**config.mk**
```make
export PLATFORM = sky130hd
export DESIGN_NAME = exu_lsu
export DESIGN_NICKNAME = d
export VERILOG_FILES = /design/src/hw/exu_pkg.sv /design/src/hw/exu_lsu.sv
export VERILOG_INCLUDE_DIRS = /design/src /design/src/hw
export SDC_FILE = /design/constraint.sdc
export NUM_CORES = 1
export LEC_CHECK = 0
export BUFFER_PORTS_ARGS = -buffer_cell sky130_fd_sc_hd__buf_2
export CAP_MARGIN = 20
export CELL_PAD_IN_SITES_DETAIL_PLACEMENT = 1
export CELL_PAD_IN_SITES_GLOBAL_PLACEMENT = 1
export CORE_AREA = 2 2 211 213
export DETAILED_ROUTE_END_ITERATION = 12
export DIE_AREA = 0 0 213 215
export GPL_TIMING_DRIVEN = 0
export PLACE_DENSITY_LB_ADDON = 0.2
export SYNTH_ARGS = -nofsm -noshare
export SYNTH_HDL_FRONTEND = slang
export SYNTH_SLANG_ARGS = --single-unit
```
**constraint.sdc**
```tcl
create_clock -name vclk -period 3.34
set_input_delay 0.668 -clock vclk [all_inputs]
set_output_delay 0.668 -clock vclk [all_outputs]
set_load 0.02 [all_outputs]
```
**src/hw/exu_defines.svh**
```systemverilog
`ifndef EXU_DEFINES_SVH
`define EXU_DEFINES_SVH

// data path and pc width
`define XLEN 64

// integer register file size
`define NUM_REGS 32

// register index width, log2 of NUM_REGS
`define REG_ADDR_W 5

// bytes per memory word, one wmask bit each
`define BYTE_LANES 8

// sequential pc step
`define INST_BYTES 4

`endif

```
**src/hw/exu_pkg.sv**
```systemverilog
`include "exu_defines.svh"

package exu_pkg;

    // decoded instruction, one member per kept opcode
    typedef enum logic [7:0] {
        op_nop,
        op_add, op_addi, op_sub,
        op_sll, op_slli, op_slt, op_slti, op_sltu, op_sltiu,
        op_xor, op_xori, op_srl, op_srli, op_sra, op_srai,
        op_or, op_ori, op_and, op_andi,
        // 32-bit word forms
        op_addw, op_addiw, op_subw,
        op_sllw, op_slliw, op_srlw, op_srliw, op_sraw, op_sraiw,
        op_lui, op_auipc, op_jal, op_jalr,
        op_beq, op_bne, op_blt, op_bge, op_bltu, op_bgeu,
        op_lb, op_lh, op_lw, op_lbu, op_lhu, op_lwu, op_ld,
        op_sb, op_sh, op_sw, op_sd
    } exec_op_t;

    // alu functions
    typedef enum logic [3:0] {
        alu_add,
        alu_sub,
        alu_sll,
        alu_srl,
        alu_sra,
        alu_slt,
        alu_sltu,
        alu_xor,
        alu_or,
        alu_and
    } alu_mode_t;

    // one decoded instruction with its pc and pre-selected immediate
    typedef struct packed {
        exec_op_t                op;
        logic [`REG_ADDR_W-1:0]  rd;
        logic [`REG_ADDR_W-1:0]  rs1;
        logic [`REG_ADDR_W-1:0]  rs2;
        logic [`XLEN-1:0]        imm;
        logic [`XLEN-1:0]        pc;
    } exec_req_t;

    // alu operands plus function
    typedef struct packed {
        alu_mode_t         mode;
        logic              word;
        logic [`XLEN-1:0]  a;
        logic [`XLEN-1:0]  b;
    } alu_in_t;

    // data memory port, async read, store at the edge
    typedef struct packed {
        logic                    read;
        logic                    write;
        logic [`XLEN-1:0]        addr;
        logic [`XLEN-1:0]        wdata;
        logic [`BYTE_LANES-1:0]  wmask;
    } mem_req_t;

endpackage

```
**src/hw/exu_lsu.sv**
```systemverilog
`timescale 1ns/100ps
`include "exu_defines.svh"

module exu_lsu import exu_pkg::*; (
    input  logic              rst,
    input  exec_req_t         req,
    input  logic [`XLEN-1:0]  alu_result,
    input  logic [`XLEN-1:0]  src2,
    input  logic [`XLEN-1:0]  mem_rdata,
    output mem_req_t          mem,
    output logic [`XLEN-1:0]  load_data
);

    logic                    is_load;
    logic                    is_store;
    logic [2:0]              lane;
    logic [5:0]              lane_bits;
    logic [`BYTE_LANES-1:0]  size_mask;
    logic [`XLEN-1:0]        store_src;
    logic [`XLEN-1:0]        rdata_shift;

    always_comb begin
        case (req.op)
            op_lb, op_lh, op_lw, op_lbu, op_lhu, op_lwu, op_ld: is_load = 1'b1;
            default: is_load = 1'b0;
        endcase
    end

    // store width as a byte mask at lane 0, data trimmed to match
    always_comb begin
        is_store  = 1'b1;
        size_mask = '0;
        store_src = '0;
        case (req.op)
            op_sb: begin
                size_mask = 8'h01;
                store_src = {56'b0, src2[7:0]};
            end
            op_sh: begin
                size_mask = 8'h03;
                store_src = {48'b0, src2[15:0]};
            end
            op_sw: begin
                size_mask = 8'h0f;
                store_src = {32'b0, src2[31:0]};
            end
            op_sd: begin
                size_mask = 8'hff;
                store_src = src2;
            end
            default: is_store = 1'b0;
        endcase
    end

    // byte lane from the low address bits
    assign lane      = alu_result[2:0];
    assign lane_bits = {lane, 3'b000};

    // same address for load and store
    assign mem.addr  = alu_result;
    assign mem.read  = is_load && !rst;
    assign mem.write = is_store && !rst;

    // accesses crossing the 8-byte word are not supported, upper bytes drop
    // zero data and mask unless a store is going out
    assign mem.wdata = mem.write ? (store_src << lane_bits) : '0;
    assign mem.wmask = mem.write ? (size_mask << lane) : '0;

    // addressed lane moved down to bit 0
    assign rdata_shift = mem_rdata >> lane_bits;

    // sign or zero extension per load type
    always_comb begin
        case (req.op)
            op_lb:   load_data = {{56{rdata_shift[7]}}, rdata_shift[7:0]};
            op_lh:   load_data = {{48{rdata_shift[15]}}, rdata_shift[15:0]};
            op_lw:   load_data = {{32{rdata_shift[31]}}, rdata_shift[31:0]};
            op_lbu:  load_data = {56'b0, rdata_shift[7:0]};
            op_lhu:  load_data = {48'b0, rdata_shift[15:0]};
            op_lwu:  load_data = {32'b0, rdata_shift[31:0]};
            op_ld:   load_data = mem_rdata;
            default: load_data = '0;
        endcase
    end

endmodule

```
==> results.json <==
{
  "critPathKind": "in -> out",
  "crit_required_ns": 2.67,
  "final_layout_size_suffix_gt1_frac": 0.531,
  "wirelength_um": 41500,
  "hold_viol": 0,
  "vias": 7604,
  "synth_top_area_cell": "buf_4",
  "crit_chain": "buf_2 > or4b_4 > or3_4 > a21oi_4 > a31o_4 > bufbuf_16 > a21o_1 > buf_2",
  "syn2layout_area_growth_pct": 66.8,
  "rsz0062_at_grt": "yes",
  "place_inst": 1660,
  "grt_overflow": 0,
  "hold_buffers": 0,
  "drv_slew": 0,
  "ant_nets": 0,
  "grt_usage": 0.171,
  "yosysTopAreaCellShare": 0.117,
  "tightest_slew_ns": 0.610,
  "crit_top_cell": "buf_2",
  "hold_depth": 2,
  "design.seq.count": 0,
  "grt_max_degree": 11,
  "start_util": 0.114,
  "dr.pass1.iters": 5,
  "power_density_mw_per_mm2": 98.1,
  "yosys_warnings": 0,
  "avgSynthCellArea_um2": 6.83,
  "wl_per_cell_um": 24.7,
  "critPathTopFamily": "simple AND/OR/NAND/NOR gates",
  "antenna_found_initial": 3,
  "min_from": "alu_result[14]",
  "synthCells": 726,
  "core_mm2": 0.0436,
  "synth-seq-area-share": 0,
  "critPathSlowestCell": "or4b_4",
  "min_path_type": "in -> out",
  "max_clock_freq_mhz": 304,
  "status": "finished clean",
  "synth_nets": 1070,
  "cellLeakagePower_nw": 4.08,
  "worst-endpoint-arrival_ns": 2.62,
  "relSlewSlack": 0.594,
  "io_pins": 546,
  "preCtsSetupSlack_ns": -0.926,
  "die_area_mm2": 0.0458,
  "syn_area_mm2": 0.00496,
  "synth.distinct_cells": 64,
  "layout.cells.non_filler": 1683,
  "nets": 1434,
  "mostFrequentLayoutCell": "buf_2",
  "numPortBuffers": 341,
  "cpPeakStageDelay_ns": 0.57,
  "cp-start-kind": "primary input",
  "finalCritPeriodShare": 0.985,
  "die_h_um": 215,
  "final_cell_mix": "buf_2, buf_4, nand2_1, nor2_1, mux2i_1",
  "finalWorstSetupSlack_ns": 0.0488,
  "fin_crit_ns": 3.29,
  "viasPerCell": 4.52,
  "min_to": "mem[86]",
  "rows": 77,
  "gp_congestion": 0.864,
  "dp_hpwl_um": 33700,
  "clockBufferCount": 0,
  "crit_cells": 8,
  "drt_iter0_drc": 448,
  "place_area_mm2": 0.00741,
  "critPathBufInv": 3,
  "ir_drop_uv": 36.5,
  "grt_pass1_vias": 7790,
  "path_max_fanout": 5,
  "route.detailed.drc": 0,
  "netlist_top_cells_area": "buf_4, mux2i_1, mux4_2, nand2_1, a21oi_1",
  "setup_violations": 0,
  "final_core_util": 0.190,
  "final_cell_area_mm2": 0.00827,
  "regArea_um2": 0,
  "end_kind": "output port",
  "dieWidth_um": 213,
  "cap_viol_max_count": 0,
  "grt_pass1_wl_um": 57100
}
-- cells by family (layout without fill, tap and decap cells) --
group | count (synthesis) | after routing | share of synthesized area
multiplexers | 72 | 72 | 0.184
AND/OR/NAND/NOR | 236 | 236 | 0.239
AO/OA/AOI/OAI | 272 | 272 | 0.390
other | 0 | 3 | 0
buffers and inverters | 146 | 508 | 0.187
-- final cells by class --
type	count	area [µm²]
antenna	3	7.51
buffer	125	1050
fill	5423	35400
inverter	17	63.8
multi-input combinational	580	4320
tap	592	741
timing repair buffer	366	2080
-- power by group --
group | internal (mW) | switching [mW] | leakage [nW]
registers | 0 | 0 | 0
logic | 0.321 | 0.490 | 4.08
clock network | 0.000000120 | 0 | 0.0000190
total | 0.321 | 0.490 | 4.08
-- synthesized netlist by cell type (all sizes together) (5+ instances only) --
cell type and count:
o31ai 9, nand2 78, nand3 16, a22o 16, buf 108, a32oi 5
inv 17, and3 8, mux4 15, a221oi 15, a21o 33, a211o 7
and2 9, o2111ai 10, a41oi 8, nor2b 11, clkbuf 21, nor3 16
o21ai 45, a21oi 50, o22a 10, a22oi 10, o22ai 18, nor2 66
nand2b 7, mux2i 54, o211ai 22, or2b 7
-- metrics by stage --
stage               power [mW]  TNS [ns]  hold WS, ns
floorplan                0.415         0         1.41
global placement         0.759    -65.74         1.55
detailed placement       0.762    -49.46         1.55
CTS                      0.804    -0.318         1.55
global route             0.863   -0.0700         1.56
finish                   0.811         0         1.55
-- per-layer routing --
layer | GRT usage | vias to the layer above | routed length [µm]
met4 | 0.0228 | 2 | 515
met1 | 0.218 | 3762 | 17300
li1 | - | 3411 | -
met2 | 0.308 | 397 | 20800
met3 | 0.0253 | 32 | 2960
met5 | 0 | - | 13
-- worst max-delay path by stage --
| stage | start | to | slack, ns |
|---|---|---|---|
| after floorplan | req[145] | mem[44] | 0.21 |
| after detailed placement | alu_result[0] | mem[2] | -0.93 |
| after CTS | req[147] | load_data[40] | -0.05 |
| final | req[149] | load_data[40] | 0.05 |
| after global routing | req[146] | mem[56] | -0.02 |
| after global placement | req[150] | mem[67] | -1.06 |
-- repair_timing --
action | 4_1_cts | 5_1_grt
buffers inserted | 18 | 4
cloned | 2 | 0
setup endpoints to repair | 137 | 70
pin swaps | 14 | 10
gates resized for setup | 136 | 46
Note: power is estimated with default switching activity, not from simulation.
