[src/hw/exu_defines.svh]
`ifndef EXU_DEFINES_SVH
`define EXU_DEFINES_SVH

// data path and pc width
`define XLEN 64

// integer register file size
`define NUM_REGS 32

// register index width, log2 of NUM_REGS
`define REG_ADDR_W 5

// bytes per memory word, one wmask bit each
`define BYTE_LANES 8

// sequential pc step
`define INST_BYTES 4

`endif

[src/hw/exu_pkg.sv]
`include "exu_defines.svh"

package exu_pkg;

    // decoded instruction, one member per kept opcode
    typedef enum logic [7:0] {
        op_nop,
        op_add, op_addi, op_sub,
        op_sll, op_slli, op_slt, op_slti, op_sltu, op_sltiu,
        op_xor, op_xori, op_srl, op_srli, op_sra, op_srai,
        op_or, op_ori, op_and, op_andi,
        // 32-bit word forms
        op_addw, op_addiw, op_subw,
        op_sllw, op_slliw, op_srlw, op_srliw, op_sraw, op_sraiw,
        op_lui, op_auipc, op_jal, op_jalr,
        op_beq, op_bne, op_blt, op_bge, op_bltu, op_bgeu,
        op_lb, op_lh, op_lw, op_lbu, op_lhu, op_lwu, op_ld,
        op_sb, op_sh, op_sw, op_sd
    } exec_op_t;

    // alu functions
    typedef enum logic [3:0] {
        alu_add,
        alu_sub,
        alu_sll,
        alu_srl,
        alu_sra,
        alu_slt,
        alu_sltu,
        alu_xor,
        alu_or,
        alu_and
    } alu_mode_t;

    // one decoded instruction with its pc and pre-selected immediate
    typedef struct packed {
        exec_op_t                op;
        logic [`REG_ADDR_W-1:0]  rd;
        logic [`REG_ADDR_W-1:0]  rs1;
        logic [`REG_ADDR_W-1:0]  rs2;
        logic [`XLEN-1:0]        imm;
        logic [`XLEN-1:0]        pc;
    } exec_req_t;

    // alu operands plus function
    typedef struct packed {
        alu_mode_t         mode;
        logic              word;
        logic [`XLEN-1:0]  a;
        logic [`XLEN-1:0]  b;
    } alu_in_t;

    // data memory port, async read, store at the edge
    typedef struct packed {
        logic                    read;
        logic                    write;
        logic [`XLEN-1:0]        addr;
        logic [`XLEN-1:0]        wdata;
        logic [`BYTE_LANES-1:0]  wmask;
    } mem_req_t;

endpackage

[src/hw/exu_operand_sel.sv]
`timescale 1ns/100ps
`include "exu_defines.svh"

module exu_operand_sel import exu_pkg::*; (
    input  exec_req_t               req,
    output logic [`REG_ADDR_W-1:0]  rs1,
    output logic [`REG_ADDR_W-1:0]  rs2,
    input  logic [`XLEN-1:0]        src1,
    input  logic [`XLEN-1:0]        src2,
    output alu_in_t                 alu_in
);

    logic [`XLEN-1:0] shamt_imm;

    // register indices go straight to the file
    assign rs1 = req.rs1;
    assign rs2 = req.rs2;

    // immediate shifts use the 6-bit shamt field only
    assign shamt_imm = {{(`XLEN-6){1'b0}}, req.imm[5:0]};

    always_comb begin
        // default: reg-reg add, no word mode
        alu_in.mode = alu_add;
        alu_in.word = 1'b0;
        alu_in.a    = src1;
        alu_in.b    = src2;
        case (req.op)
            op_add:   alu_in.mode = alu_add;
            op_sub:   alu_in.mode = alu_sub;
            op_sll:   alu_in.mode = alu_sll;
            op_slt:   alu_in.mode = alu_slt;
            op_sltu:  alu_in.mode = alu_sltu;
            op_xor:   alu_in.mode = alu_xor;
            op_srl:   alu_in.mode = alu_srl;
            op_sra:   alu_in.mode = alu_sra;
            op_or:    alu_in.mode = alu_or;
            op_and:   alu_in.mode = alu_and;
            // immediate forms
            op_addi:  begin alu_in.mode = alu_add;  alu_in.b = req.imm; end
            op_slti:  begin alu_in.mode = alu_slt;  alu_in.b = req.imm; end
            op_sltiu: begin alu_in.mode = alu_sltu; alu_in.b = req.imm; end
            op_xori:  begin alu_in.mode = alu_xor;  alu_in.b = req.imm; end
            op_ori:   begin alu_in.mode = alu_or;   alu_in.b = req.imm; end
            op_andi:  begin alu_in.mode = alu_and;  alu_in.b = req.imm; end
            op_slli:  begin alu_in.mode = alu_sll;  alu_in.b = shamt_imm; end
            op_srli:  begin alu_in.mode = alu_srl;  alu_in.b = shamt_imm; end
            op_srai:  begin alu_in.mode = alu_sra;  alu_in.b = shamt_imm; end
            // word forms, alu trims to 5-bit shift and sign-extends
            op_addw:  begin alu_in.mode = alu_add; alu_in.word = 1'b1; end
            op_subw:  begin alu_in.mode = alu_sub; alu_in.word = 1'b1; end
            op_sllw:  begin alu_in.mode = alu_sll; alu_in.word = 1'b1; end
            op_srlw:  begin alu_in.mode = alu_srl; alu_in.word = 1'b1; end
            op_sraw:  begin alu_in.mode = alu_sra; alu_in.word = 1'b1; end
            op_addiw: begin
                alu_in.mode = alu_add;
                alu_in.word = 1'b1;
                alu_in.b    = req.imm;
            end
            op_slliw, op_srliw, op_sraiw: begin
                alu_in.mode = (req.op == op_slliw) ? alu_sll :
                              (req.op == op_srliw) ? alu_srl : alu_sra;
                alu_in.word = 1'b1;
                alu_in.b    = shamt_imm;
            end
            // lui passes imm through a zero a
            op_lui: begin
                alu_in.a = '0;
                alu_in.b = req.imm;
            end
            // pc relative targets
            op_auipc, op_jal: begin
                alu_in.a = req.pc;
                alu_in.b = req.imm;
            end
            // base plus offset addressing
            op_jalr, op_lb, op_lh, op_lw, op_lbu, op_lhu, op_lwu, op_ld,
            op_sb, op_sh, op_sw, op_sd: begin
                alu_in.b = req.imm;
            end
            // branches subtract, decision itself is in next pc
            op_beq, op_bne, op_blt, op_bge, op_bltu, op_bgeu: begin
                alu_in.mode = alu_sub;
            end
            default: ;
        endcase
    end

endmodule

[config.mk]
export PLATFORM = sky130hd
export DESIGN_NAME = exu_operand_sel
export DESIGN_NICKNAME = d
export VERILOG_FILES = /design/src/hw/exu_pkg.sv /design/src/hw/exu_operand_sel.sv
export VERILOG_INCLUDE_DIRS = /design/src /design/src/hw
export SDC_FILE = /design/constraint.sdc
export NUM_CORES = 1
export LEC_CHECK = 0
export BUFFER_PORTS_ARGS = -buffer_cell sky130_fd_sc_hd__buf_2
export CORE_AREA = 8 8 156 158
export DETAILED_ROUTE_END_ITERATION = 8
export DIE_AREA = 0 0 164 166
export PLACE_DENSITY = 0.41
export RECOVER_POWER = 50
export SLEW_MARGIN = 20
export SYNTH_ARGS = -nofsm -noshare
export SYNTH_HDL_FRONTEND = slang
export SYNTH_SLANG_ARGS = --single-unit
[constraint.sdc]
create_clock -name vclk -period 1.8
set_input_delay 0.09 -clock vclk [all_inputs]
set_output_delay 0.09 -clock vclk [all_outputs]
set_load 0.03 [all_outputs]
==> qor.tcl <==
set qor(run_status) {complete, but fails checks}
set qor(violations) {negative setup slack}
set qor(die_span_y_um) 166
set qor(holdBufCountCts) 0
set qor(maxSlewHeadroom) 0.704
set qor(synth_largest_area_cell) {sky130_fd_sc_hd__a22o_1}
set qor(sw_ratio) 0.504
set qor(first_iter_violations) 247
set qor(required_ns) 1.71
set qor(postRouteAntennaNets) 0
set qor(report.final.slew_viol_count) 0
set qor(power.clock.fraction) 0
set qor(seqPwrFrac) 0
set qor(num-clock-buffers) 0
set qor(gr-total-overflow) 0
set qor(timing_worst_setup_path_type) {in2out}
set qor(power.combinational.fraction) 1.000
set qor(vias_per_inst) 4.32
set qor(worst_setup_path_end_kind) {output port}
set qor(cp_cell_sequence) {buf_6 > or4b_4 > nor3_4 > a311oi_4 > buf_12 > buf_8 > and4_1 > a21o_1 > buf_2}
set qor(critPathArrivalTime_ns) 1.98
set qor(via_count) 4245
set qor(route.top_layer_used) {met4}
set qor(buffer_ports.inserted) 397
set qor(finalCoreUtilization) 0.270
set qor(worst-slew-pin-transition_ns) 0.442
set qor(fraction_of_final_layout_cells_sized_beyond_drive_strength_1) 0.702
set qor(holdCritPathClass) {in2out}
set qor(final_net_count) 978
set qor(count_of_final_hold_check_violations) 0
set qor(placement_setup_slack_ns) -0.357
set qor(max_freq_ghz) 0.484
set qor(n_fill_cell) 2423
set qor(synth_most_common_cell) {sky130_fd_sc_hd__a22o_1}
set qor(setup_tns_ns) -13.28
set qor(grt_setup_unrepaired) {yes}
set qor(timing.critical_path.fanout_max) 31
set qor(antennaDiodeCount) 0
set qor(met1Wirelength_mm) 7.67
set qor(dieArea_um2) 27200
set qor(wl_per_cell_um) 18.8
set qor(max_stage_delay_ns) 0.55
set qor(final_count_of_negative_setup_slack_endpoints) 106
set qor(power.static_leakage_nw) 3.38
set qor(layout.sequential_cells) 0
set qor(track_usage) 0.121
set qor(routed_wl_mm) 18.4
set qor(timing.final.crit_period_ns) 2.07
set qor(final.setup.worst_slack_ns) -0.267
set qor(yosysUniqueCellTypes) 38
set qor(synth_sequential_area_ratio) 0
set qor(drv.max_cap_violation_count) 0
set qor(finalWeightedCongestion) 0.823
set qor(grt_pass1_vias) 4362
set qor(detailroute.wirelength.met3_mm) 1.15
set qor(dr.pass1.iters) 4
set qor(fraction_of_the_cycle_the_final_worst_path_needs) 1.15
set qor(synthTopCellsByArea) {sky130_fd_sc_hd__a22o_1, sky130_fd_sc_hd__and4_1, sky130_fd_sc_hd__a21o_1, sky130_fd_sc_hd__buf_4, sky130_fd_sc_hd__clkbuf_1}
set qor(detailed_place_hpwl_mm) 14.6
set qor(final-seq-area_um2) 0
set qor(postSynthNetCount) 576
set qor(synth.cell_area_um2) 2250
set qor(setup.worst_path.start_class) {input pin}
set qor(drc) 0
set qor(ys_top_cells_by_count) {sky130_fd_sc_hd__a22o_1, sky130_fd_sc_hd__a21o_1, sky130_fd_sc_hd__and4_1}
set qor(synth.top_cell.area_share) 0.249
set qor(multi_input_area_um2) 2150
set qor(grt_start_max_net_pins) 65
set qor(syn-mean-instance-area_um2) 7.57
set qor(rows) 55
set qor(vdd_ir_drop_max_v) 0.000155
set qor(synthesis.instances) 297
set qor(internal_power_mw) 0.897
set qor(power.density_nw_per_um2) 303
set qor(cpMaxStageDelayCell) {sky130_fd_sc_hd__or4b_4}
set qor(grt_first_pass_wirelength_mm) 26.3
set qor(placeable_core_area_um2) 22100
set qor(power.switching_mw) 0.913
set qor(flow.area_growth_from_synthesis_pct) 165
set qor(top_level_ports) 422
set qor(die_width_um) 164
set qor(initial_core_util) 0.102
set qor(met2RoutedLength_mm) 9.58
set qor(grt_antenna_before_repair) 0
set qor(synthesis.yosys.warnings) 0
## repair_timing
item | in CTS | in global routing
gates resized for setup | 214 | 111
pin swaps | 43 | 31
endpoints found under the setup margin | 128 | 126
buffers inserted | 4 | 4
cloned | 3 | 2
## power by group through the flow
stage                     Clock, mW  Sequential (mW)  Combinational [mW]
after detailed placement          0                0                1.47
after global placement            0                0                1.47
final                             0                0                1.81
after floorplan                   0                0               0.891
after CTS                         0                0                1.71
after global routing              0                0                1.91
## per-layer routing
metal / vias to the layer above / track usage
li1: 2021 / -
met1: 2057 / 0.152
met2: 165 / 0.220
met3: 2 / 0.0206
met4: 0 / 0.00198
met5: - / 0
## final timing paths
kind / startpoint / to / slack [ns] / depth (start not counted)
setup / recovery: req[149] / alu_in[24] / -0.27 / 9
hold / removal: req[134] / rs1[1] / 0.18 / 0
## logic make-up after synthesis
| group | Yosys count | share of synthesized area |
|---|---|---|
| AOI/OAI and AO/OA | 146 | 0.528 |
| and+or+nand+nor | 90 | 0.314 |
| buffers and inverters | 55 | 0.128 |
| muxes | 6 | 0.0300 |
## placed cells by master, fill, tap and decap left out, drive strengths merged, types with 2 or more instances in the layout
cell and instances:
clkbuf 3, nand3 3, a21oi 5, nand3b 2, a22o 64, nor4bb 2
and4 58, nor3 6, nor2 7, nor3b 3, mux2 6, a21o 58
nand2 5, buf 451, o21ai 7
## stage by stage
stage               hold WS, ns  cell area [um2]  cells  power [mW]
finish                    0.180             5970    982        1.81
global route              0.180             5970    982        1.91
global placement          0.180             4820    971        1.47
detailed placement        0.180             4820    971        1.47
floorplan                 0.312             2330    297       0.891
CTS                       0.180             5620    977        1.71
## critical path: cells and delay by family
family	cells	cell delay [ns]
simple gates	3	1.01
buf+inv	4	0.60
compound gates	2	0.25
## final cells by class
type / instances / area share
multi-input cells: 242 / 0.361
well taps: 285 / 0.0598
repair buffers: 454 / 0.579
inverters: 1 / 0.000629
Note: power is estimated with default switching activity, not from simulation.
