===== config.mk =====
export PLATFORM = sky130hd
export DESIGN_NAME = exu_next_pc
export DESIGN_NICKNAME = d
export VERILOG_FILES = /design/src/hw/exu_pkg.sv /design/src/hw/exu_next_pc.sv
export VERILOG_INCLUDE_DIRS = /design/src /design/src/hw
export SDC_FILE = /design/constraint.sdc
export NUM_CORES = 1
export LEC_CHECK = 0
export ABC_CLOCK_PERIOD_IN_PS = 7600
export BUFFER_PORTS_ARGS = -buffer_cell sky130_fd_sc_hd__buf_2
export CAP_MARGIN = 20
export CORE_AREA = 8 8 152 154
export DETAILED_ROUTE_END_ITERATION = 10
export DIE_AREA = 0 0 160 162
export PLACE_DENSITY = 0.67
export SLEW_MARGIN = 20
export SYNTH_ARGS = -nofsm -noshare
export SYNTH_HDL_FRONTEND = slang
export SYNTH_SLANG_ARGS = --single-unit

===== constraint.sdc =====
create_clock -name vclk -period 7.6
set_input_delay 0.76 -clock vclk [all_inputs]
set_output_delay 0.76 -clock vclk [all_outputs]
set_load 0.01 [all_outputs]

===== src/hw/exu_defines.svh =====
`ifndef EXU_DEFINES_SVH
`define EXU_DEFINES_SVH

// data path and pc width
`define XLEN 64

// integer register file size
`define NUM_REGS 32

// register index width, log2 of NUM_REGS
`define REG_ADDR_W 5

// bytes per memory word, one wmask bit each
`define BYTE_LANES 8

// sequential pc step
`define INST_BYTES 4

`endif


===== src/hw/exu_pkg.sv =====
`include "exu_defines.svh"

package exu_pkg;

    // decoded instruction, one member per kept opcode
    typedef enum logic [7:0] {
        op_nop,
        op_add, op_addi, op_sub,
        op_sll, op_slli, op_slt, op_slti, op_sltu, op_sltiu,
        op_xor, op_xori, op_srl, op_srli, op_sra, op_srai,
        op_or, op_ori, op_and, op_andi,
        // 32-bit word forms
        op_addw, op_addiw, op_subw,
        op_sllw, op_slliw, op_srlw, op_srliw, op_sraw, op_sraiw,
        op_lui, op_auipc, op_jal, op_jalr,
        op_beq, op_bne, op_blt, op_bge, op_bltu, op_bgeu,
        op_lb, op_lh, op_lw, op_lbu, op_lhu, op_lwu, op_ld,
        op_sb, op_sh, op_sw, op_sd
    } exec_op_t;

    // alu functions
    typedef enum logic [3:0] {
        alu_add,
        alu_sub,
        alu_sll,
        alu_srl,
        alu_sra,
        alu_slt,
        alu_sltu,
        alu_xor,
        alu_or,
        alu_and
    } alu_mode_t;

    // one decoded instruction with its pc and pre-selected immediate
    typedef struct packed {
        exec_op_t                op;
        logic [`REG_ADDR_W-1:0]  rd;
        logic [`REG_ADDR_W-1:0]  rs1;
        logic [`REG_ADDR_W-1:0]  rs2;
        logic [`XLEN-1:0]        imm;
        logic [`XLEN-1:0]        pc;
    } exec_req_t;

    // alu operands plus function
    typedef struct packed {
        alu_mode_t         mode;
        logic              word;
        logic [`XLEN-1:0]  a;
        logic [`XLEN-1:0]  b;
    } alu_in_t;

    // data memory port, async read, store at the edge
    typedef struct packed {
        logic                    read;
        logic                    write;
        logic [`XLEN-1:0]        addr;
        logic [`XLEN-1:0]        wdata;
        logic [`BYTE_LANES-1:0]  wmask;
    } mem_req_t;

endpackage


===== src/hw/exu_next_pc.sv =====
`timescale 1ns/100ps
`include "exu_defines.svh"

module exu_next_pc import exu_pkg::*; (
    input  exec_req_t         req,
    input  logic [`XLEN-1:0]  src1,
    input  logic [`XLEN-1:0]  src2,
    input  logic [`XLEN-1:0]  alu_result,
    output logic [`XLEN-1:0]  dnpc
);

    logic [`XLEN-1:0]  snpc;
    logic [`XLEN-1:0]  btarget;
    logic              taken;

    // fall-through and branch target
    assign snpc    = req.pc + `INST_BYTES;
    assign btarget = req.pc + req.imm;

    // compare operands directly, not via the alu
    always_comb begin
        case (req.op)
            op_beq:  taken = (src1 == src2);
            op_bne:  taken = (src1 != src2);
            op_blt:  taken = ($signed(src1) < $signed(src2));
            op_bge:  taken = ($signed(src1) >= $signed(src2));
            op_bltu: taken = (src1 < src2);
            op_bgeu: taken = (src1 >= src2);
            default: taken = 1'b0;
        endcase
    end

    always_comb begin
        case (req.op)
            op_jal:  dnpc = alu_result;
            // jalr clears the low target bit
            op_jalr: dnpc = {alu_result[`XLEN-1:1], 1'b0};
            default: dnpc = taken ? btarget : snpc;
        endcase
    end

endmodule


==> results of run 1 <==
-- report_power, final --
group | switching [mW] | total, mW | internal [mW] | leakage (nW)
combinational | 0.345 | 0.622 | 0.277 | 5.23
clock | 0 | 0.0000000354 | 0.0000000354 | 0.0000127
sequential | 0 | 0 | 0 | 0
-- logic make-up (layout without fill, tap and decap cells) --
logic type,after synthesis,in the layout,share of synthesized area (%)
buffers and inverters,141,486,7.30
AO/OA/AOI/OAI,385,385,30.8
XOR/XNOR,109,109,11.9
adder cells (fa/ha/maj),129,129,20.3
multiplexers,25,25,3.21
other,0,2,0
AND/OR/NAND/NOR,416,416,26.5
-- critical path: cells and delay by family --
kind                       cells  cell delay [ns]
and+or+nand+nor                6             1.62
muxes                          3             0.82
AOI/OAI and AO/OA              2             0.24
adders and majority gates      1             0.34
buffers and inverters          5             0.98
-- worst min-delay path by stage --
stage                               from       end  slack (ns)
final                     alu_result[42]  dnpc[42]        1.80
after global routing      alu_result[54]  dnpc[54]        1.83
after CTS                 alu_result[42]  dnpc[42]        1.81
after detailed placement  alu_result[42]  dnpc[42]        1.81
after global placement    alu_result[42]  dnpc[42]        1.80
after floorplan           alu_result[42]  dnpc[42]        1.64
-- synth_stat cells (all sizes together) (3+ instances only) --
library cell	n	area (sq um)
a311oi	3	26.3
clkbuf	33	126
a31oi	14	103
or2	5	31.3
nor2	78	300
and4	13	114
nand2b	6	37.5
a21o	46	345
nand3	44	220
xor2	50	438
a22oi	6	45.0
nand2	134	505
inv	87	327
o21bai	14	105
a21oi	130	658
nor3b	4	30.0
o31ai	13	111
and3	23	145
o22ai	3	18.8
ha	128	1600
mux2i	20	200
mux2	5	56.3
or3	8	55.1
nor3	19	105
nor4	6	67.6
a221oi	8	82.6
o21ai	92	460
nand4	47	307
o21a	10	76.3
xnor2	59	517
nor2b	12	75.1
buf	21	130
a211o	3	26.3
and2	9	56.3
o41ai	3	45.1
a211oi	7	52.6
o211ai	13	97.6
-- per-layer routing --
metal	part of all wire, %	GRT usage, %	wire length, um	up-vias
li1	-	-	-	5102
met1	41	26.2	13300	4579
met2	50	43.9	16400	366
met3	6.2	4.00	2010	40
met4	2.4	5.52	766	2
met5	0.040	0	13	-
-- layout make-up --
type,count,share of cell area (%)
Inverter,87,3.23
Multi-Input combinational cell,1064,73.4
Timing Repair Buffer,399,19.9
Antenna cell,2,0.0495
Tap cell,275,3.40
-- metrics by stage --
stage / hold WS [ns] / utilization (%) / std cells / area, sq um
2_1_floorplan: 1.64 / - / 1205 / 7990
3_3_place_gp: 1.80 / 48.8 / 1825 / 10100
3_5_place_dp: 1.81 / 48.8 / 1825 / 10100
4_1_cts: 1.81 / 48.8 / 1825 / 10100
5_1_grt: 1.83 / 48.8 / 1827 / 10100
6_report: 1.80 / 48.8 / 1827 / 10100
==> impl.org, run 1 <==
** Timing
- Final hold violation count :: 0
- The smallest clock period supported by the final layout is computed as between 5 and 6 ns.
- Total setup violations reported at the end of the flow :: 0
- For the final routed database, the setup TNS stands at 0 ns.
- Dividing the final minimum period by the clock period gives between 70% and 80%.
- Minimum setup slack in the final design :: 2.04 ns
- Static timing analysis puts the maximum clock frequency at approximately 180 MHz.
- For the pin with the worst max-slew slack, the measured transition is 0.877 ns.
- Number of max-slew violations in the final report :: 0
- Setup repair after global routing missed its margin :: no
- Slew margin rel. :: roughly 42%

** Floorplan
- The core region is 0.0207 sq mm.
- The floorplan step set the die height to 162 um.
- For this design the top-level I/O count stands at 407.
- For this configuration, the core starts out at a cell density of roughly two fifths.
- Die X-Extent :: 160 um
- The die covers approximately 0.026 sq mm.
- Std-Cell Rows :: 53

** Drt
- After detailed routing, the number of vias per cell comes to 5.52.
- DR pass1 iterations :: 5
- DRC violation count after routing :: 0
- After detailed routing, the average wire length per cell comes to 17.8 um.
- Wires add up to 32,500 um.
- Remaining antenna violation count after routing :: 0
- The routed layout has roughly 10,000 vias.
- After the first detailed-routing iteration, the DRC count stood at roughly 560.

** Cells and area
- Nets@finish :: 2,024
- Most common cell after layout, fill and taps aside :: buf_2
- In the final layout, the share of cells above drive strength 1 is about 28%.
- Summing all multi-input logic gate instances after layout gives 0.00742 sq mm.
- The design has 0 sequential cells.
- The layout has 0 clock buffers.
- Area taken by flip-flops and latches :: 0 sq um
- The layout has 2,155 filler cells.
- Commonest cells after routing, fill and taps aside :: buf_2 (392), nand2_1 (133), a21oi_1 (128), ha_1 (128), inv_1 (87)
- Area growth from synthesis to layout :: 26.5%

** Yosys
- The synthesized netlist occupies a cell area of roughly 0.008 sq mm.
- Mapped Nets :: 1,677
- The netlist uses 81 different library cells.
- Yosys printed 0 warnings.
- Of the synthesized area, sequential elements account for 0%.
- Mean instance size in the synthesized netlist :: 6.63 sq um
- Post-Synthesis Cells :: 1,205

** Global routing
- Tot GR Track Use :: approximately 23%
- Largest net degree at the start of global routing :: 69
- The initial antenna violation count is 3.
- Number of global-route vias before repair :: 9,881
- The first global-routing pass estimated 50,500 um of wire.
- Global routing finished with a remaining overflow of 0.

** Placement
- Port buffering added 392 buffers.
- Detailed placement finished with a half-perimeter wire length of ~29,000 um.
- Weighted congestion reported at the end of routability-driven placement :: 0.922
- OpenSTA, run right after detailed placement, puts the worst setup slack at 2.07 ns.

** Worst setup path
- Maximum fanout count along the critical path :: 31
- Crit Path Category :: primary input to output pin
- On the worst path, the slowest cell contributes a delay of between 0.5 and 0.6 ns.
- For the worst setup path, the data required time is 6.84 ns.
- Critical path startpoint category :: primary input
- Arrival @ worst endpoint :: 4.80 ns
- Launch point of the critical path :: src2[56]
- Element type at the critical path end :: output pin
- On the critical path, the stage with the largest delay is an instance of nor4_1.
- Following the worst setup path forward leads to its endpoint at dnpc[42].
- The signal on the critical path passes through buf_2 > inv_1 > ha_1 > nand4_1 > nor4_1 > nand4_1 > nor3_2 > mux2i_1 > a21oi_1 > mux2_2 > a31oi_4 > buf_4 > buf_4 > mux2i_1 > nand2_1 > nand2_1 > buf_2.

** Worst hold path
- Path class of the lowest-slack min-delay path :: primary input to output pin
- Cell depth of the worst min-delay path :: 4

** Clocking
- Resized Gates After CTS :: 0
- # Post-CTS Setup Buffers :: 0
- Quantity of hold-fixing buffers added after cts :: 0

** Power and ir drop
- After layout, the design draws a total of ~0.62 mW.
- In this run the static leakage power is between 5 and 6 nW.
- Worst voltage drop across the vdd grid :: 29.5 uV
- P per Cell Area :: 61.6 mW/mm^2

** Run status
- The flow ran to the end, and the final reports show no timing, DRC or antenna violations.

** Flow run
- The tool flagged a number of max-cap violations equal to 0.
No activity file was read; power rests on OpenSTA's default activity.
==> run 2: changes to the inputs <==
- ABC_AREA: unset -> 1
- ABC_CLOCK_PERIOD_IN_PS: 7600 -> 5100
- CORE_AREA: 8 8 152 154 -> unset
- CORE_MARGIN: unset -> 8
- CORE_UTILIZATION: unset -> 47
- DIE_AREA: 0 0 160 162 -> unset
- PLACE_DENSITY: 0.67 -> 0.78
- clock period: 7.6 -> 5.1 ns (I/O delays scaled with it)
==> run 2 against run 1 <==
First-iteration DRC count grew to 2.8 times the previous value. Total power is 83% higher. Utilization is 9.2 points higher. Via count is 40% higher. Area after synthesis is 25% higher.
==> impl.org, run 2 <==
** Yosys
- Portion of synthesized cell area occupied by the leading cell type :: 21.7%
- Mapped Nets :: 2,366
- For this run, the register share of the synthesized area comes to 0%.
- The synthesized netlist occupies a cell area of 0.00996 sq mm.
- Parity-gate share of the synthesized area counting xor and xnor cells :: 9.40%
- In this run, distinct cell masters in the synthesized netlist total 45.
- Summing the areas of all fa, ha and maj instances in the mapped netlist gives 16.3% of the synthesized area.
- Post-Synthesis Cells :: 1,894
- During synthesis, Yosys emitted a total of 0 warnings.
- Each instance of the synthesized netlist takes up on average 5.26 sq um.
- Synth Area in Simple Gates :: approximately 45%
- Top cells by area in the synthesized netlist :: nand2_1 (22%), ha_1 (16%), inv_1 (11%), nand3_1 (8.1%), nor2_1 (7.5%)
- Post-synth top cells :: nand2_1 (577), inv_1 (297), nor2_1 (200)
- Of the post-synthesis cell area, the part taken by muxes is 0%.
- Biggest area consumer among synthesized cells :: nand2_1
- Area fraction in compound gates after synthesis :: 15.7%
- By area, the combinational part of the netlist is dominated by simple AND/OR/NAND/NOR gates.
- Library cell with the highest instance count after synthesis :: nand2_1

** Floorplan
- From bottom edge to top edge, the die measures 162 um.
- The total area inside the core boundary comes to between 0.02 and 0.025 sq mm.
- Die X-Extent :: 162 um
- Std-Cell Rows :: between 50 and 60
- The initial utilization of the core area, before any placement, comes to 47.7%.
- Die Area :: 0.0261 sq mm
- Number of placed I/O pins :: about 410

** Global routing
- Summed over all layers, the global routing overflow is 0.
- Tot GR Track Use :: 36.0%
- Largest net degree at the start of global routing :: 65
- Number of global-route vias before repair :: 13,200
- Global-route wire length before repair :: 74,300 um
- The initial antenna violation count is 8.

** Drt
- In the routed design, unresolved DRC markers number 0.
- The first detailed-routing pass ran for 6 iterations.
- Iteration-0 DRC count of the detailed router :: 1,549
- Detail-routed net length per standard cell :: 19.7 um
- Remaining antenna violation count after routing :: 0
- In the routed layout, each cell is associated on average with a via count of around 5.5.
- The routed layout has 14,100 vias.
- Final Routed Wirelength :: between 40,000 and 50,000 um

** Cells and area
- The area growth from synthesis to layout is 21.6%.
- In the finished layout, the clock tree contains a buffer count of 0.
- The design has 0 sequential cells.
- In the layout the commonest cells are nand2_1 (577), buf_2 (392), inv_1 (297).
- Leaving out fill and tap cells, the most frequent cell in the layout is nand2_1.
- The sequential cells in the finished layout cover a total of 0 sq um.
- Fillers :: approximately 2,300
- Nets@finish :: 2,730
- Area taken by multi-input logic gates :: between 0.008 and 0.009 sq mm
- Layout cells sized above 1 :: between 10% and 20%

** Worst setup path
- STA puts the critical path data arrival time at between 3 and 4 ns.
- The critical path ends at dnpc[14].
- Crit Path Category :: primary input to output pin
- Data on the critical path is required at its endpoint by 4.59 ns.
- Critical path startpoint category :: primary input
- Critical path's largest stage delay :: 0.62 ns
- Maximum fanout count along the critical path :: 64
- Among all stages on the critical path, the largest delay is contributed by nand3_4.
- Element type at the critical path end :: output pin
- Launch point of the critical path :: src1[43]
- The cell that appears most often on the critical path is nand2_1.
- List of cells traversed by the critical path :: buf_2 > ha_1 > a21oi_1 > o21ai_0 > a21oi_1 > nand2_1 > a21oi_1 > nand3_1 > nand2_1 > inv_1 > nor2_2 > nand3_4 > nand2_1 > nand2_1 > nand2_1 > nand2_1 > buf_2

** Timing
- Share of the clock period used by the worst path :: 83.0%
- Across all hold checks on the routed design, the worst slack comes to 1.30 ns.
- After routing, the total negative slack on setup checks comes to 0 ns.
- Total setup violations reported at the end of the flow :: 0
- The worst path needs 4.23 ns of the cycle, external delays included.
- Slew margin rel. :: 29.1%
- The final number of hold-violating endpoints was 0.
- For the pin with the worst max-slew slack, the measured transition is 1.06 ns.
- The count of pins over their slew limit was 0.
- Derived from the worst setup path, the maximum achievable clock frequency is about 240 MHz.
- Setup repair after global routing left no endpoint under its margin.

** Power and ir drop
- Tot Pwr :: 1.14 mW
- P per Cell Area :: between 90 and 100 mW/mm^2
- The worst-case IR drop observed on VDD is a little under 70 uV.
- For this design the static power due to leakage is around 6.8 nW.

** Worst hold path
- The path class of the tightest hold or removal check is primary input to output pin.

** Placement
- Weighted congestion reported at the end of routability-driven placement :: 1.09
- Port buffering added 392 buffers.
- After legalization and detailed placement, the total HPWL measured between 40,000 and 50,000 um.

** Clocking
- Quantity of hold-fixing buffers added after cts :: 0
- Post-CTS repair changed the size of 0 cells.
- In this run the post-CTS setup repair buffer count came out at 0.

** Run status
- The flow ran to the end, and the final reports show no timing, DRC or antenna violations.

** Flow run
- Across the run, the number of max-cap violations was 0.
[run 2: changes by cell type in the layout (fill, tap and decap cells not counted), moves of 33 or more]
cell and delta:
nor2_1 +122, inv_1 +210, a21o_1 -33, nand3_1 +118
nand2_1 +444, a21boi_0 +36
[run 2: how the worst min path moves through the flow]
stage / start / end / depth (start not counted)
after floorplan: alu_result[0] / dnpc[0] / 2
after global placement: alu_result[58] / dnpc[58] / 4
after detailed placement: alu_result[31] / dnpc[31] / 4
after CTS: alu_result[57] / dnpc[57] / 4
after global routing: alu_result[31] / dnpc[31] / 4
final: alu_result[57] / dnpc[57] / 4
[run 2: worst max-delay path, delay by kind of cell]
family	cells	cell delay, ns
AO/OA/AOI/OAI	4	0.82
adder cells (fa/ha/maj)	1	0.32
AND/OR/NAND/NOR	9	1.72
buffers and inverters	3	0.31
[run 2: cells by family after synthesis]
logic type,after synthesis
and+or+nand+nor,1053
AOI/OAI and AO/OA,272
xor gates and xnor gates,107
buffers and inverters,333
adders and majority gates,129
[run 2: power breakdown]
group	total [mW]	internal, mW	switching [mW]
Sequential	0	0	0
Combinational	1.14	0.413	0.729
Clock	0.000000237	0.000000237	0
Total	1.14	0.413	0.729
[run 2: final cells by class]
| class | count | share of cell area, % |
|---|---|---|
| timing repair buffer | 396 | 16.4 |
| multi-input combinational | 1561 | 71.3 |
| antenna | 9 | 0.186 |
| inverter | 299 | 9.26 |
| tap | 275 | 2.84 |
[run 2: through the flow]
stage / cell area [sq um] / util [%] / cells / setup slack [ns]
finish: 12100 / 58.0 / 2540 / 0.866
global route: 12100 / 58.0 / 2539 / 0.672
CTS: 12100 / 57.9 / 2531 / 0.992
detailed placement: 12100 / 57.9 / 2531 / 1.00
global placement: 12100 / 57.9 / 2531 / 1.04
floorplan: 9960 / - / 1894 / 2.16
[run 2: metal layers]
metal  wire [um]  up-vias  part of all wire (%)  global-route usage [%]
li1            -     6850                     -                       -
met1       20200     6400                    40                    46.4
met2       22500      747                    45                    60.4
met3        5590       90                    11                    6.01
met4        1600        0                   3.2                    10.5
met5           0        -                     0                       0
