### src/hw/exu_defines.svh
`ifndef EXU_DEFINES_SVH
`define EXU_DEFINES_SVH

// data path and pc width
`define XLEN 64

// integer register file size
`define NUM_REGS 32

// register index width, log2 of NUM_REGS
`define REG_ADDR_W 5

// bytes per memory word, one wmask bit each
`define BYTE_LANES 8

// sequential pc step
`define INST_BYTES 4

`endif

### src/hw/exu_pkg.sv
`include "exu_defines.svh"

package exu_pkg;

    // decoded instruction, one member per kept opcode
    typedef enum logic [7:0] {
        op_nop,
        op_add, op_addi, op_sub,
        op_sll, op_slli, op_slt, op_slti, op_sltu, op_sltiu,
        op_xor, op_xori, op_srl, op_srli, op_sra, op_srai,
        op_or, op_ori, op_and, op_andi,
        // 32-bit word forms
        op_addw, op_addiw, op_subw,
        op_sllw, op_slliw, op_srlw, op_srliw, op_sraw, op_sraiw,
        op_lui, op_auipc, op_jal, op_jalr,
        op_beq, op_bne, op_blt, op_bge, op_bltu, op_bgeu,
        op_lb, op_lh, op_lw, op_lbu, op_lhu, op_lwu, op_ld,
        op_sb, op_sh, op_sw, op_sd
    } exec_op_t;

    // alu functions
    typedef enum logic [3:0] {
        alu_add,
        alu_sub,
        alu_sll,
        alu_srl,
        alu_sra,
        alu_slt,
        alu_sltu,
        alu_xor,
        alu_or,
        alu_and
    } alu_mode_t;

    // one decoded instruction with its pc and pre-selected immediate
    typedef struct packed {
        exec_op_t                op;
        logic [`REG_ADDR_W-1:0]  rd;
        logic [`REG_ADDR_W-1:0]  rs1;
        logic [`REG_ADDR_W-1:0]  rs2;
        logic [`XLEN-1:0]        imm;
        logic [`XLEN-1:0]        pc;
    } exec_req_t;

    // alu operands plus function
    typedef struct packed {
        alu_mode_t         mode;
        logic              word;
        logic [`XLEN-1:0]  a;
        logic [`XLEN-1:0]  b;
    } alu_in_t;

    // data memory port, async read, store at the edge
    typedef struct packed {
        logic                    read;
        logic                    write;
        logic [`XLEN-1:0]        addr;
        logic [`XLEN-1:0]        wdata;
        logic [`BYTE_LANES-1:0]  wmask;
    } mem_req_t;

endpackage

### src/hw/exu_writeback.sv
`timescale 1ns/100ps
`include "exu_defines.svh"

module exu_writeback import exu_pkg::*; (
    input  logic                    rst,
    input  exec_req_t               req,
    input  logic [`XLEN-1:0]        alu_result,
    input  logic [`XLEN-1:0]        load_data,
    output logic                    wen,
    output logic [`REG_ADDR_W-1:0]  waddr,
    output logic [`XLEN-1:0]        wdata
);

    logic wr_op;

    // no register result for branches, stores and nop
    always_comb begin
        case (req.op)
            op_nop,
            op_beq, op_bne, op_blt, op_bge, op_bltu, op_bgeu,
            op_sb, op_sh, op_sw, op_sd: wr_op = 1'b0;
            default: wr_op = 1'b1;
        endcase
    end

    // held off during reset, x0 filtered in the register file
    assign wen   = wr_op && !rst;
    assign waddr = req.rd;

    always_comb begin
        case (req.op)
            op_lb, op_lh, op_lw, op_lbu, op_lhu, op_lwu, op_ld:
                wdata = load_data;
            // link address
            op_jal, op_jalr:
                wdata = req.pc + `INST_BYTES;
            default:
                wdata = alu_result;
        endcase
    end

endmodule

### config.mk
export PLATFORM = sky130hd
export DESIGN_NAME = exu_writeback
export DESIGN_NICKNAME = d
export VERILOG_FILES = /design/src/hw/exu_pkg.sv /design/src/hw/exu_writeback.sv
export VERILOG_INCLUDE_DIRS = /design/src /design/src/hw
export SDC_FILE = /design/constraint.sdc
export NUM_CORES = 1
export LEC_CHECK = 0
export ABC_AREA = 1
export BUFFER_PORTS_ARGS = -buffer_cell sky130_fd_sc_hd__buf_2
export CAP_MARGIN = 20
export CELL_PAD_IN_SITES_DETAIL_PLACEMENT = 1
export CELL_PAD_IN_SITES_GLOBAL_PLACEMENT = 2
export CORE_AREA = 2 2 158 160
export DETAILED_ROUTE_END_ITERATION = 10
export DIE_AREA = 0 0 160 162
export PLACE_DENSITY = 0.91
export SLEW_MARGIN = 20
export SYNTH_ARGS = -nofsm -noshare
export SYNTH_HDL_FRONTEND = slang
export SYNTH_SLANG_ARGS = --single-unit
### constraint.sdc
create_clock -name vclk -period 4.08
set_input_delay 0.816 -clock vclk [all_inputs]
set_output_delay 0.816 -clock vclk [all_outputs]
set_load 0.005 [all_outputs]
==> summary.txt, run 1 <==
run status - finished clean
pin slew with the least headroom to its limit - 417 ps
Max Fclk - 292 MHz
Mean Syn Cell Area - 4.41 um^2
Via Count - 6229
Die X - 160 um
Initial Utilization - 0.158
CLK BUF - 0
HPWL Detailed - 20100 um
Slew headroom - 0.721
Die ar. - 0.0259 mm^2
pwr/cell area - 63.6 mW/mm^2
CP Capture Type - output port
final hold vios - 0
synth unique cells - 28
Syn Nets - 1144
HP Class - primary input to output port
power share of the combinational group - 1.000
core area - 0.0241 mm^2
final RePlAce weighted congestion - 0.925
routed length per placed instance - 15.6 um
fin crit share - 0.840
IO Port Bufs - 266
max-slew violation count - 0
FF+latch count - 0
Post-CTS Resized - 0
Worst IR Drop VDD - 0.0000150 V
iteration-0 DRC count of the detailed router - 332
CP required - 3260 ps
yosys warns - 0
router iterations before antenna repair - 5
critical path peak fanout - 6
Net Switching - 191 uW
type of the worst setup path - primary input to output port
Post-Syn Instances - 863
via/cell ratio - 4.34
Layout area overhead - 43.5%
largest net degree at the start of global routing - 65
Layout Nets - 1394
Post-CTS Setup Inserts - 0
# rows - 57
Die Ht - 162 um
CTS Hold Buffers Added - 0
fraction of layout instances using a drive strength above 1 - 0.266
Reg area - 0 um^2
GRT overflow - 0
ant diodes - 0
Sw Share - 0.550
register area share after synthesis - 0
fin util - 0.227
Seq pwr share - 0
clock share of power - 0
GRT Overall Usage - 0.163
DRT Wirelength - 22400 um
setup TNS - 0 ps
RSZ-0062 raised after global routing - false
final setup violation count - 0
Int Power - 156 uW
Residual DRC - 0
fillers - 3407
first-pass GRT wire length - 33600 um
Crit path arrival time - 2610 ps
Mapped Area - 0.00381 mm^2
post-route ant nets - 0
max-cap violation count - 0
initial antenna violation count - 3
crit path time final - 3430 ps
startpoint types - primary input
# IOs - 350
vias in the first global route - 6116
Leakage Power - 3.02 nW
## per-layer routing
metal,track usage,up-vias,part of all wire
met1,0.205,2847,0.43
met3,0.0212,16,0.064
li1,-,3175,-
met2,0.308,187,0.50
met5,0,-,0.00094
met4,0.0168,4,0.011
## worst paths after layout
path / end / start / cells after the start
setup / recovery: wdata[40] / req[2] / 11
hold / removal: waddr[0] / req[138] / 0
## power by group through the flow
stage	Combinational (mW)	Clock, mW	Sequential (mW)
6_report	0.348	0	0
5_1_grt	0.392	0	0
4_1_cts	0.352	0	0
3_5_place_dp	0.351	0	0
3_3_place_gp	0.341	0	0
2_1_floorplan	0.148	0	0
## layout make-up
type                       instances  area [um^2]  area share
multi-input combinational        723         3210       0.588
timing repair buffer             271         1410       0.257
inverter                         117          439      0.0804
tap                              324          405      0.0742
## metrics by stage
stage          total power, mW  cells  hold slack, ps  setup WS, ps  instance area (um^2)
2_1_floorplan            0.148    863            1710          1390                  3810
4_1_cts                  0.352   1435            1630           633                  5470
5_1_grt                  0.392   1435            1630           446                  5470
3_5_place_dp             0.351   1435            1630           642                  5470
3_3_place_gp             0.341   1435            1630           686                  5470
6_report                 0.348   1435            1630           652                  5470
## synthesized netlist by cell type, types with 2 or more instances
master,count,area share
nand2_1,403,0.40
inv_1,117,0.12
nor2_1,112,0.11
nand3_1,104,0.14
nand4_1,17,0.028
o21bai_1,14,0.028
o211ai_1,13,0.026
buf_2,9,0.012
xor2_1,9,0.021
buf_4,8,0.016
nor2_2,8,0.013
nor3_1,7,0.0092
o21ai_0,7,0.0092
nor2_4,6,0.018
o21ai_1,6,0.0079
buf_6,5,0.015
or2_2,3,0.0049
xnor2_1,3,0.0069
a21oi_1,2,0.0026
nand2_2,2,0.0033
## cells in the final DEF (no fill, tap or decap)
cell / instances
nand3_1: 104
nand3_2: 1
o21ai_4: 1
o211ai_1: 13
or2_2: 3
nand2_1: 403
and2_4: 1
inv_1: 117
nor3_1: 7
buf_4: 2
xnor2_1: 3
nand2_4: 1
buf_2: 266
nor2_8: 1
buf_12: 3
xor2_1: 9
nor2_2: 8
o21ai_0: 7
ha_1: 1
o21bai_1: 14
o21ai_1: 5
nand2_2: 2
a21oi_1: 2
nor2_4: 6
nor2_1: 112
nor4_1: 1
nand4_1: 17
nand3b_1: 1
## worst max-delay path: stages
cell and delay, ps:
buf_2 160, ha_1 250, nand3_1 280, nor2_2 250, nand3_2 150, nor2_4 210
nand2_1 70, nand2_1 70, nand3_1 130, nand3_1 110, buf_2 110
## cells by family (layout without fill, tap and decap cells)
| kind of cell | count (synthesis) | count (layout) | synth area share |
|---|---|---|---|
| AND/OR/NAND/NOR | 668 | 668 | 0.737 |
| adder cells (fa/ha/maj) | 1 | 1 | 0.00329 |
| AO/OA/AOI/OAI | 42 | 42 | 0.0730 |
| buffers and inverters | 140 | 388 | 0.159 |
| XOR/XNOR | 12 | 12 | 0.0276 |
Note: power is estimated with default switching activity, not from simulation.
==> run 2, diff against run 1 <==
Settings changed: CORE_AREA 2 2 158 160 to 2 2 163 165, DIE_AREA 0 0 160 162 to 0 0 165 167, PLACE_DENSITY 0.91 to 0.87.
Clock period 4.08 ns to 3.47 ns, I/O delays scaled along.
==> run 2 against run 1 <==
  * Sequential cell count did not move
  * Combinational power grew 18%
  * Core utilization fell by 1.4 points
  * Non-clock buffer count grew 1
  * First-iteration DRC count fell by 29%
  * Cell area up 0.39%
  * Wire length rose by 2.5%
  * Die area up 6.3%
  * Total power increased by 18%
  * Critical path depth is 1 higher
  * Cell count is 1.2% higher
  * Clock-buffer cell count unchanged
==> summary.txt, run 2 (synthesized netlist as in run 1, its figures left out) <==
crit path time final - 3220 ps
fin crit share - 0.929
critical path peak fanout - 64 (was 6)
GRT overflow - 0 (unchanged)
Post-CTS Setup Inserts - 0 (unchanged)
setup TNS - 0 ps (unchanged)
pwr/cell area - 74.8 mW/mm^2 (was 63.6 mW/mm^2)
routed length per placed instance - 15.8 um (was 15.6 um)
first-pass GRT wire length - 34000 um (was 33600 um)
met3 Track Usage GR - 0.0227 (was 0.0212)
dpl ws - 156 ps (was 642 ps)
most frequent cell on the critical path - nand2_1 (was nand3_1)
dpl cell area - 0.00547 mm^2 (about the same)
# rows - 59 (was 57)
CP Capture Type - output port (unchanged)
router iterations before antenna repair - 4 (was 5)
Die ar. - 0.0276 mm^2 (was 0.0259 mm^2)
startpoint types - primary input (unchanged)
Die Ht - 167 um (was 162 um)
run status - finished clean (unchanged)
CTS Hold Buffers Added - 0 (unchanged)
# IOs - 350 (unchanged)
vias in the first global route - 6192 (was 6116)
iteration-0 DRC count of the detailed router - 235 (was 332)
Residual DRC - 0 (unchanged)
Via Count - 6275 (was 6229)
final hold vios - 0 (unchanged)
Leakage Power - 3.02 nW (about the same)
Layout area overhead - 44.1% (was 43.5%)
GRT Overall Usage - 0.159 (was 0.163)
pin slew with the least headroom to its limit - 922 ps (was 417 ps)
fraction of layout instances using a drive strength above 1 - 0.266 (about the same)
CP Buf/Inv Count - 5 (was 2)
type of the worst setup path - primary input to output port (unchanged)
met1 Track Usage GR - 0.195 (was 0.205)
Critical path origin - req[148] (was req[2])
most common cell after layout, fill and taps aside - nand2_1 (unchanged)
most frequent cells in the layout - 403 x nand2_1, 266 x buf_2, 117 x inv_1, 112 x nor2_1, 104 x nand3_1 (unchanged)
CP cell instances - buf_2, inv_1, nand2_1, inv_1, nand3_1, nand2_4, nor2_8, nand2_1, nand2_1, inv_1, nand2_1, buf_2 (was buf_2, ha_1, nand3_1, nor2_2, nand3_2, nor2_4, nand2_1, nand2_1, nand3_1, nand3_1, buf_2)
final instance area - 0.00549 mm^2 (was 0.00547 mm^2)
core area - 0.0258 mm^2 (was 0.0241 mm^2)
M2 GR Usage - 0.297 (was 0.308)
HPWL Detailed - 20400 um (was 20100 um)
post-route ant nets - 0 (unchanged)
Initial Utilization - 0.148 (was 0.158)
CLK BUF - 0 (unchanged)
Slew headroom - 0.385 (was 0.721)
RSZ-0062 raised after global routing - false (unchanged)
CP max stage cell - nor2_8 (was nand3_1)
final worst setup slack - 247 ps (was 652 ps)
via/cell ratio - 4.32 (was 4.34)
Crit path arrival time - 2530 ps (was 2610 ps)
Max Fclk - 310 MHz
Layout Nets - 1395 (was 1394)
max-cap violation count - 0 (unchanged)
largest net degree at the start of global routing - 65 (unchanged)
Die X - 165 um (was 160 um)
Worst Hold Launch - req[138] (unchanged)
IO Port Bufs - 266 (unchanged)
initial antenna violation count - 7 (was 3)
CP required - 2780 ps (was 3260 ps)
Reg area - 0 um^2 (unchanged)
fillers - 3523 (was 3407)
max-slew violation count - 0 (unchanged)
final setup violation count - 0 (unchanged)
crit-path max cell delay - 700 ps (was 280 ps)
Worst IR Drop VDD - 0.0000197 V (was 0.0000150 V)
FF+latch count - 0 (unchanged)
DRT Wirelength - 23000 um (was 22400 um)
final RePlAce weighted congestion - 0.960 (was 0.925)
CP delay by family, top - simple AND/OR/NAND/NOR gates (unchanged)
GRT busiest layer - met2 (unchanged)
HP Class - primary input to output port (unchanged)
Post-CTS Resized - 0 (unchanged)
-- run 2: worst paths after layout --
check | end | slack [ps] | depth (start not counted)
worst max-delay path | wdata[43] | 250 | 12
worst min-delay path | waddr[0] | 1390 | 0
-- run 2: through the flow --
stage,utilization,instances,power [mW],hold WS [ps]
global route,0.213,1448,0.464,1390
detailed placement,0.212,1447,0.414,1390
global placement,0.212,1447,0.402,1390
floorplan,-,863,0.174,1470
finish,0.213,1452,0.410,1390
CTS,0.212,1447,0.416,1390
-- run 2: metal layers --
metal / wire length, um / up-vias
met4: 336 / 6
met2: 11400 / 166
li1: - / 3182
met1: 9890 / 2901
met3: 1290 / 20
met5: 34 / -
-- run 2: area by class of cell --
cell class | instances | area (um^2) | share of cell area
Multi-Input combinational cell | 723 | 3210 | 0.586
Inverter | 117 | 439 | 0.0800
Tap cell | 335 | 419 | 0.0764
Antenna cell | 5 | 12.5 | 0.00228
Timing Repair Buffer | 272 | 1400 | 0.255
-- run 2: report_power, final --
part	switching (mW)	internal [mW]
registers	0	0
clock network	0	0.000000193
logic	0.227	0.183
==> run 3, diff against run 2 <==
Settings changed: RECOVER_POWER set to 25.
==> run 3 against run 2 <==
  * Clock-buffer cell count did not move
  * Via count barely moved
  * Global-route usage did not move
  * Combinational power barely moved
  * Sequential share of layout area did not move
  * Sequential cell count did not move
  * Worst hold slack did not move
  * Die area did not move
  * Critical path depth did not move
  * Wire length barely moved
  * Total power fell by 0.29%
  * Critical path type unchanged
  * Highest routed layer unchanged
==> summary.txt, run 3 (synthesized netlist as in run 1, its figures left out) <==
run status - finished clean (unchanged)
HPWL Detailed - 20400 um (unchanged)
startpoint types - primary input (unchanged)
critical path peak fanout - 64 (unchanged)
initial antenna violation count - 7 (unchanged)
FF+latch count - 0 (unchanged)
routed length per placed instance - 15.8 um (about the same)
CLK BUF - 0 (unchanged)
Residual DRC - 0 (unchanged)
Initial Utilization - 0.148 (unchanged)
Layout Nets - 1395 (unchanged)
max-slew violation count - 0 (unchanged)
setup TNS - 0 ps (unchanged)
pin slew with the least headroom to its limit - 912 ps (was 922 ps)
Final Power - 409 uW (was 410 uW)
core area - 0.0258 mm^2 (unchanged)
GRT Overall Usage - 0.159 (unchanged)
first-pass GRT wire length - 34000 um (unchanged)
Max Fclk - 311 MHz (was 310 MHz)
Die ar. - 0.0276 mm^2 (unchanged)
hold depth - 0 (unchanged)
Die X - 165 um (unchanged)
HP Class - primary input to output port (unchanged)
RSZ-0062 raised after global routing - false (unchanged)
fin util - 0.213 (about the same)
crit path time final - 3210 ps (was 3220 ps)
IO Port Bufs - 266 (unchanged)
DRT Wirelength - 23000 um (about the same)
CP required - 2780 ps (about the same)
iteration-0 DRC count of the detailed router - 250 (was 235)
CP cell instances - buf_2, inv_1, nand2_1, inv_1, nand3_1, nand2_4, nor2_8, nand2_1, nand2_1, inv_1, nand2_1, buf_2 (unchanged)
CTS Hold Buffers Added - 0 (unchanged)
dpl cell area - 0.00547 mm^2 (unchanged)
Post-CTS Resized - 0 (unchanged)
Inst Count DP - 1447 (unchanged)
most frequent cell on the critical path - nand2_1 (unchanged)
Die Ht - 167 um (unchanged)
fin crit share - 0.925 (was 0.929)
fraction of layout instances using a drive strength above 1 - 0.261 (was 0.266)
vias in the first global route - 6192 (unchanged)
fillers - 3525 (was 3523)
CP delay by family, top - simple AND/OR/NAND/NOR gates (unchanged)
crit-path max cell delay - 700 ps (about the same)
hold path endpoint - waddr[0] (unchanged)
most frequent cells in the layout - 403 x nand2_1, 258 x buf_2, 117 x inv_1, 113 x nor2_1, 104 x nand3_1 (was 403 x nand2_1, 266 x buf_2, 117 x inv_1, 112 x nor2_1, 104 x nand3_1)
GRT overflow - 0 (unchanged)
dpl ws - 156 ps (unchanged)
Leakage Power - 3.00 nW (was 3.02 nW)
Via Count - 6272 (was 6275)
Slew headroom - 0.392 (was 0.385)
via/cell ratio - 4.32 (about the same)
post-route ant nets - 0 (unchanged)
final worst setup slack - 259 ps (was 247 ps)
Crit path arrival time - 2520 ps (was 2530 ps)
largest net degree at the start of global routing - 65 (unchanged)
most common cell after layout, fill and taps aside - nand2_1 (unchanged)
final instance area - 0.00548 mm^2 (was 0.00549 mm^2)
final hold vios - 0 (unchanged)
CP Capture Type - output port (unchanged)
Worst IR Drop VDD - 0.0000191 V (was 0.0000197 V)
Hold Slack - 1390 ps (unchanged)
type of the worst setup path - primary input to output port (unchanged)
# rows - 59 (unchanged)
final setup violation count - 0 (unchanged)
Post-CTS Setup Inserts - 0 (unchanged)
# IOs - 350 (unchanged)
Reg area - 0 um^2 (unchanged)
Post-Layout Cell Count - 1452 (unchanged)
pwr/cell area - 74.7 mW/mm^2 (was 74.8 mW/mm^2)
Layout area overhead - 43.9% (was 44.1%)
CP Buf/Inv Count - 5 (unchanged)
Worst Hold Launch - req[138] (unchanged)
router iterations before antenna repair - 4 (unchanged)
CP max stage cell - nor2_8 (unchanged)
max-cap violation count - 0 (unchanged)
final RePlAce weighted congestion - 0.960 (unchanged)
==> run 3: cell types whose count changed in the layout (fill, tap and decap cells not counted), sizes merged <==
cell,previous run,this run
buf,272,265
clkbuf,0,7
==> run 3: worst max-delay path by stage <==
stage                endpoint  cells after the start  startpoint
floorplan           wdata[32]                      9      req[2]
global placement    wdata[43]                     12    req[148]
detailed placement  wdata[43]                     12    req[148]
CTS                 wdata[43]                     12    req[148]
global route        wdata[43]                     12    req[148]
finish              wdata[43]                     12    req[148]
==> run 3: area by class of cell <==
| type | instances | area (um^2) | area share |
|---|---|---|---|
| well taps | 335 | 419 | 0.0765 |
| diodes | 5 | 12.5 | 0.00228 |
| repair buffers | 272 | 1400 | 0.255 |
| multi-input cells | 723 | 3210 | 0.586 |
| inverters | 117 | 439 | 0.0802 |
==> run 3: metal layers <==
| layer | track usage | up-vias | share of wire |
|---|---|---|---|
| li1 | - | 3182 | - |
| met1 | 0.195 | 2899 | 0.43 |
| met4 | 0.0189 | 6 | 0.014 |
| met5 | 0 | - | 0.0015 |
| met3 | 0.0227 | 18 | 0.058 |
| met2 | 0.297 | 167 | 0.50 |
==> run 3: power by group <==
| group | internal, mW | switching [mW] |
|---|---|---|
| clock network | 0.000000193 | 0 |
| registers | 0 | 0 |
| logic | 0.182 | 0.227 |
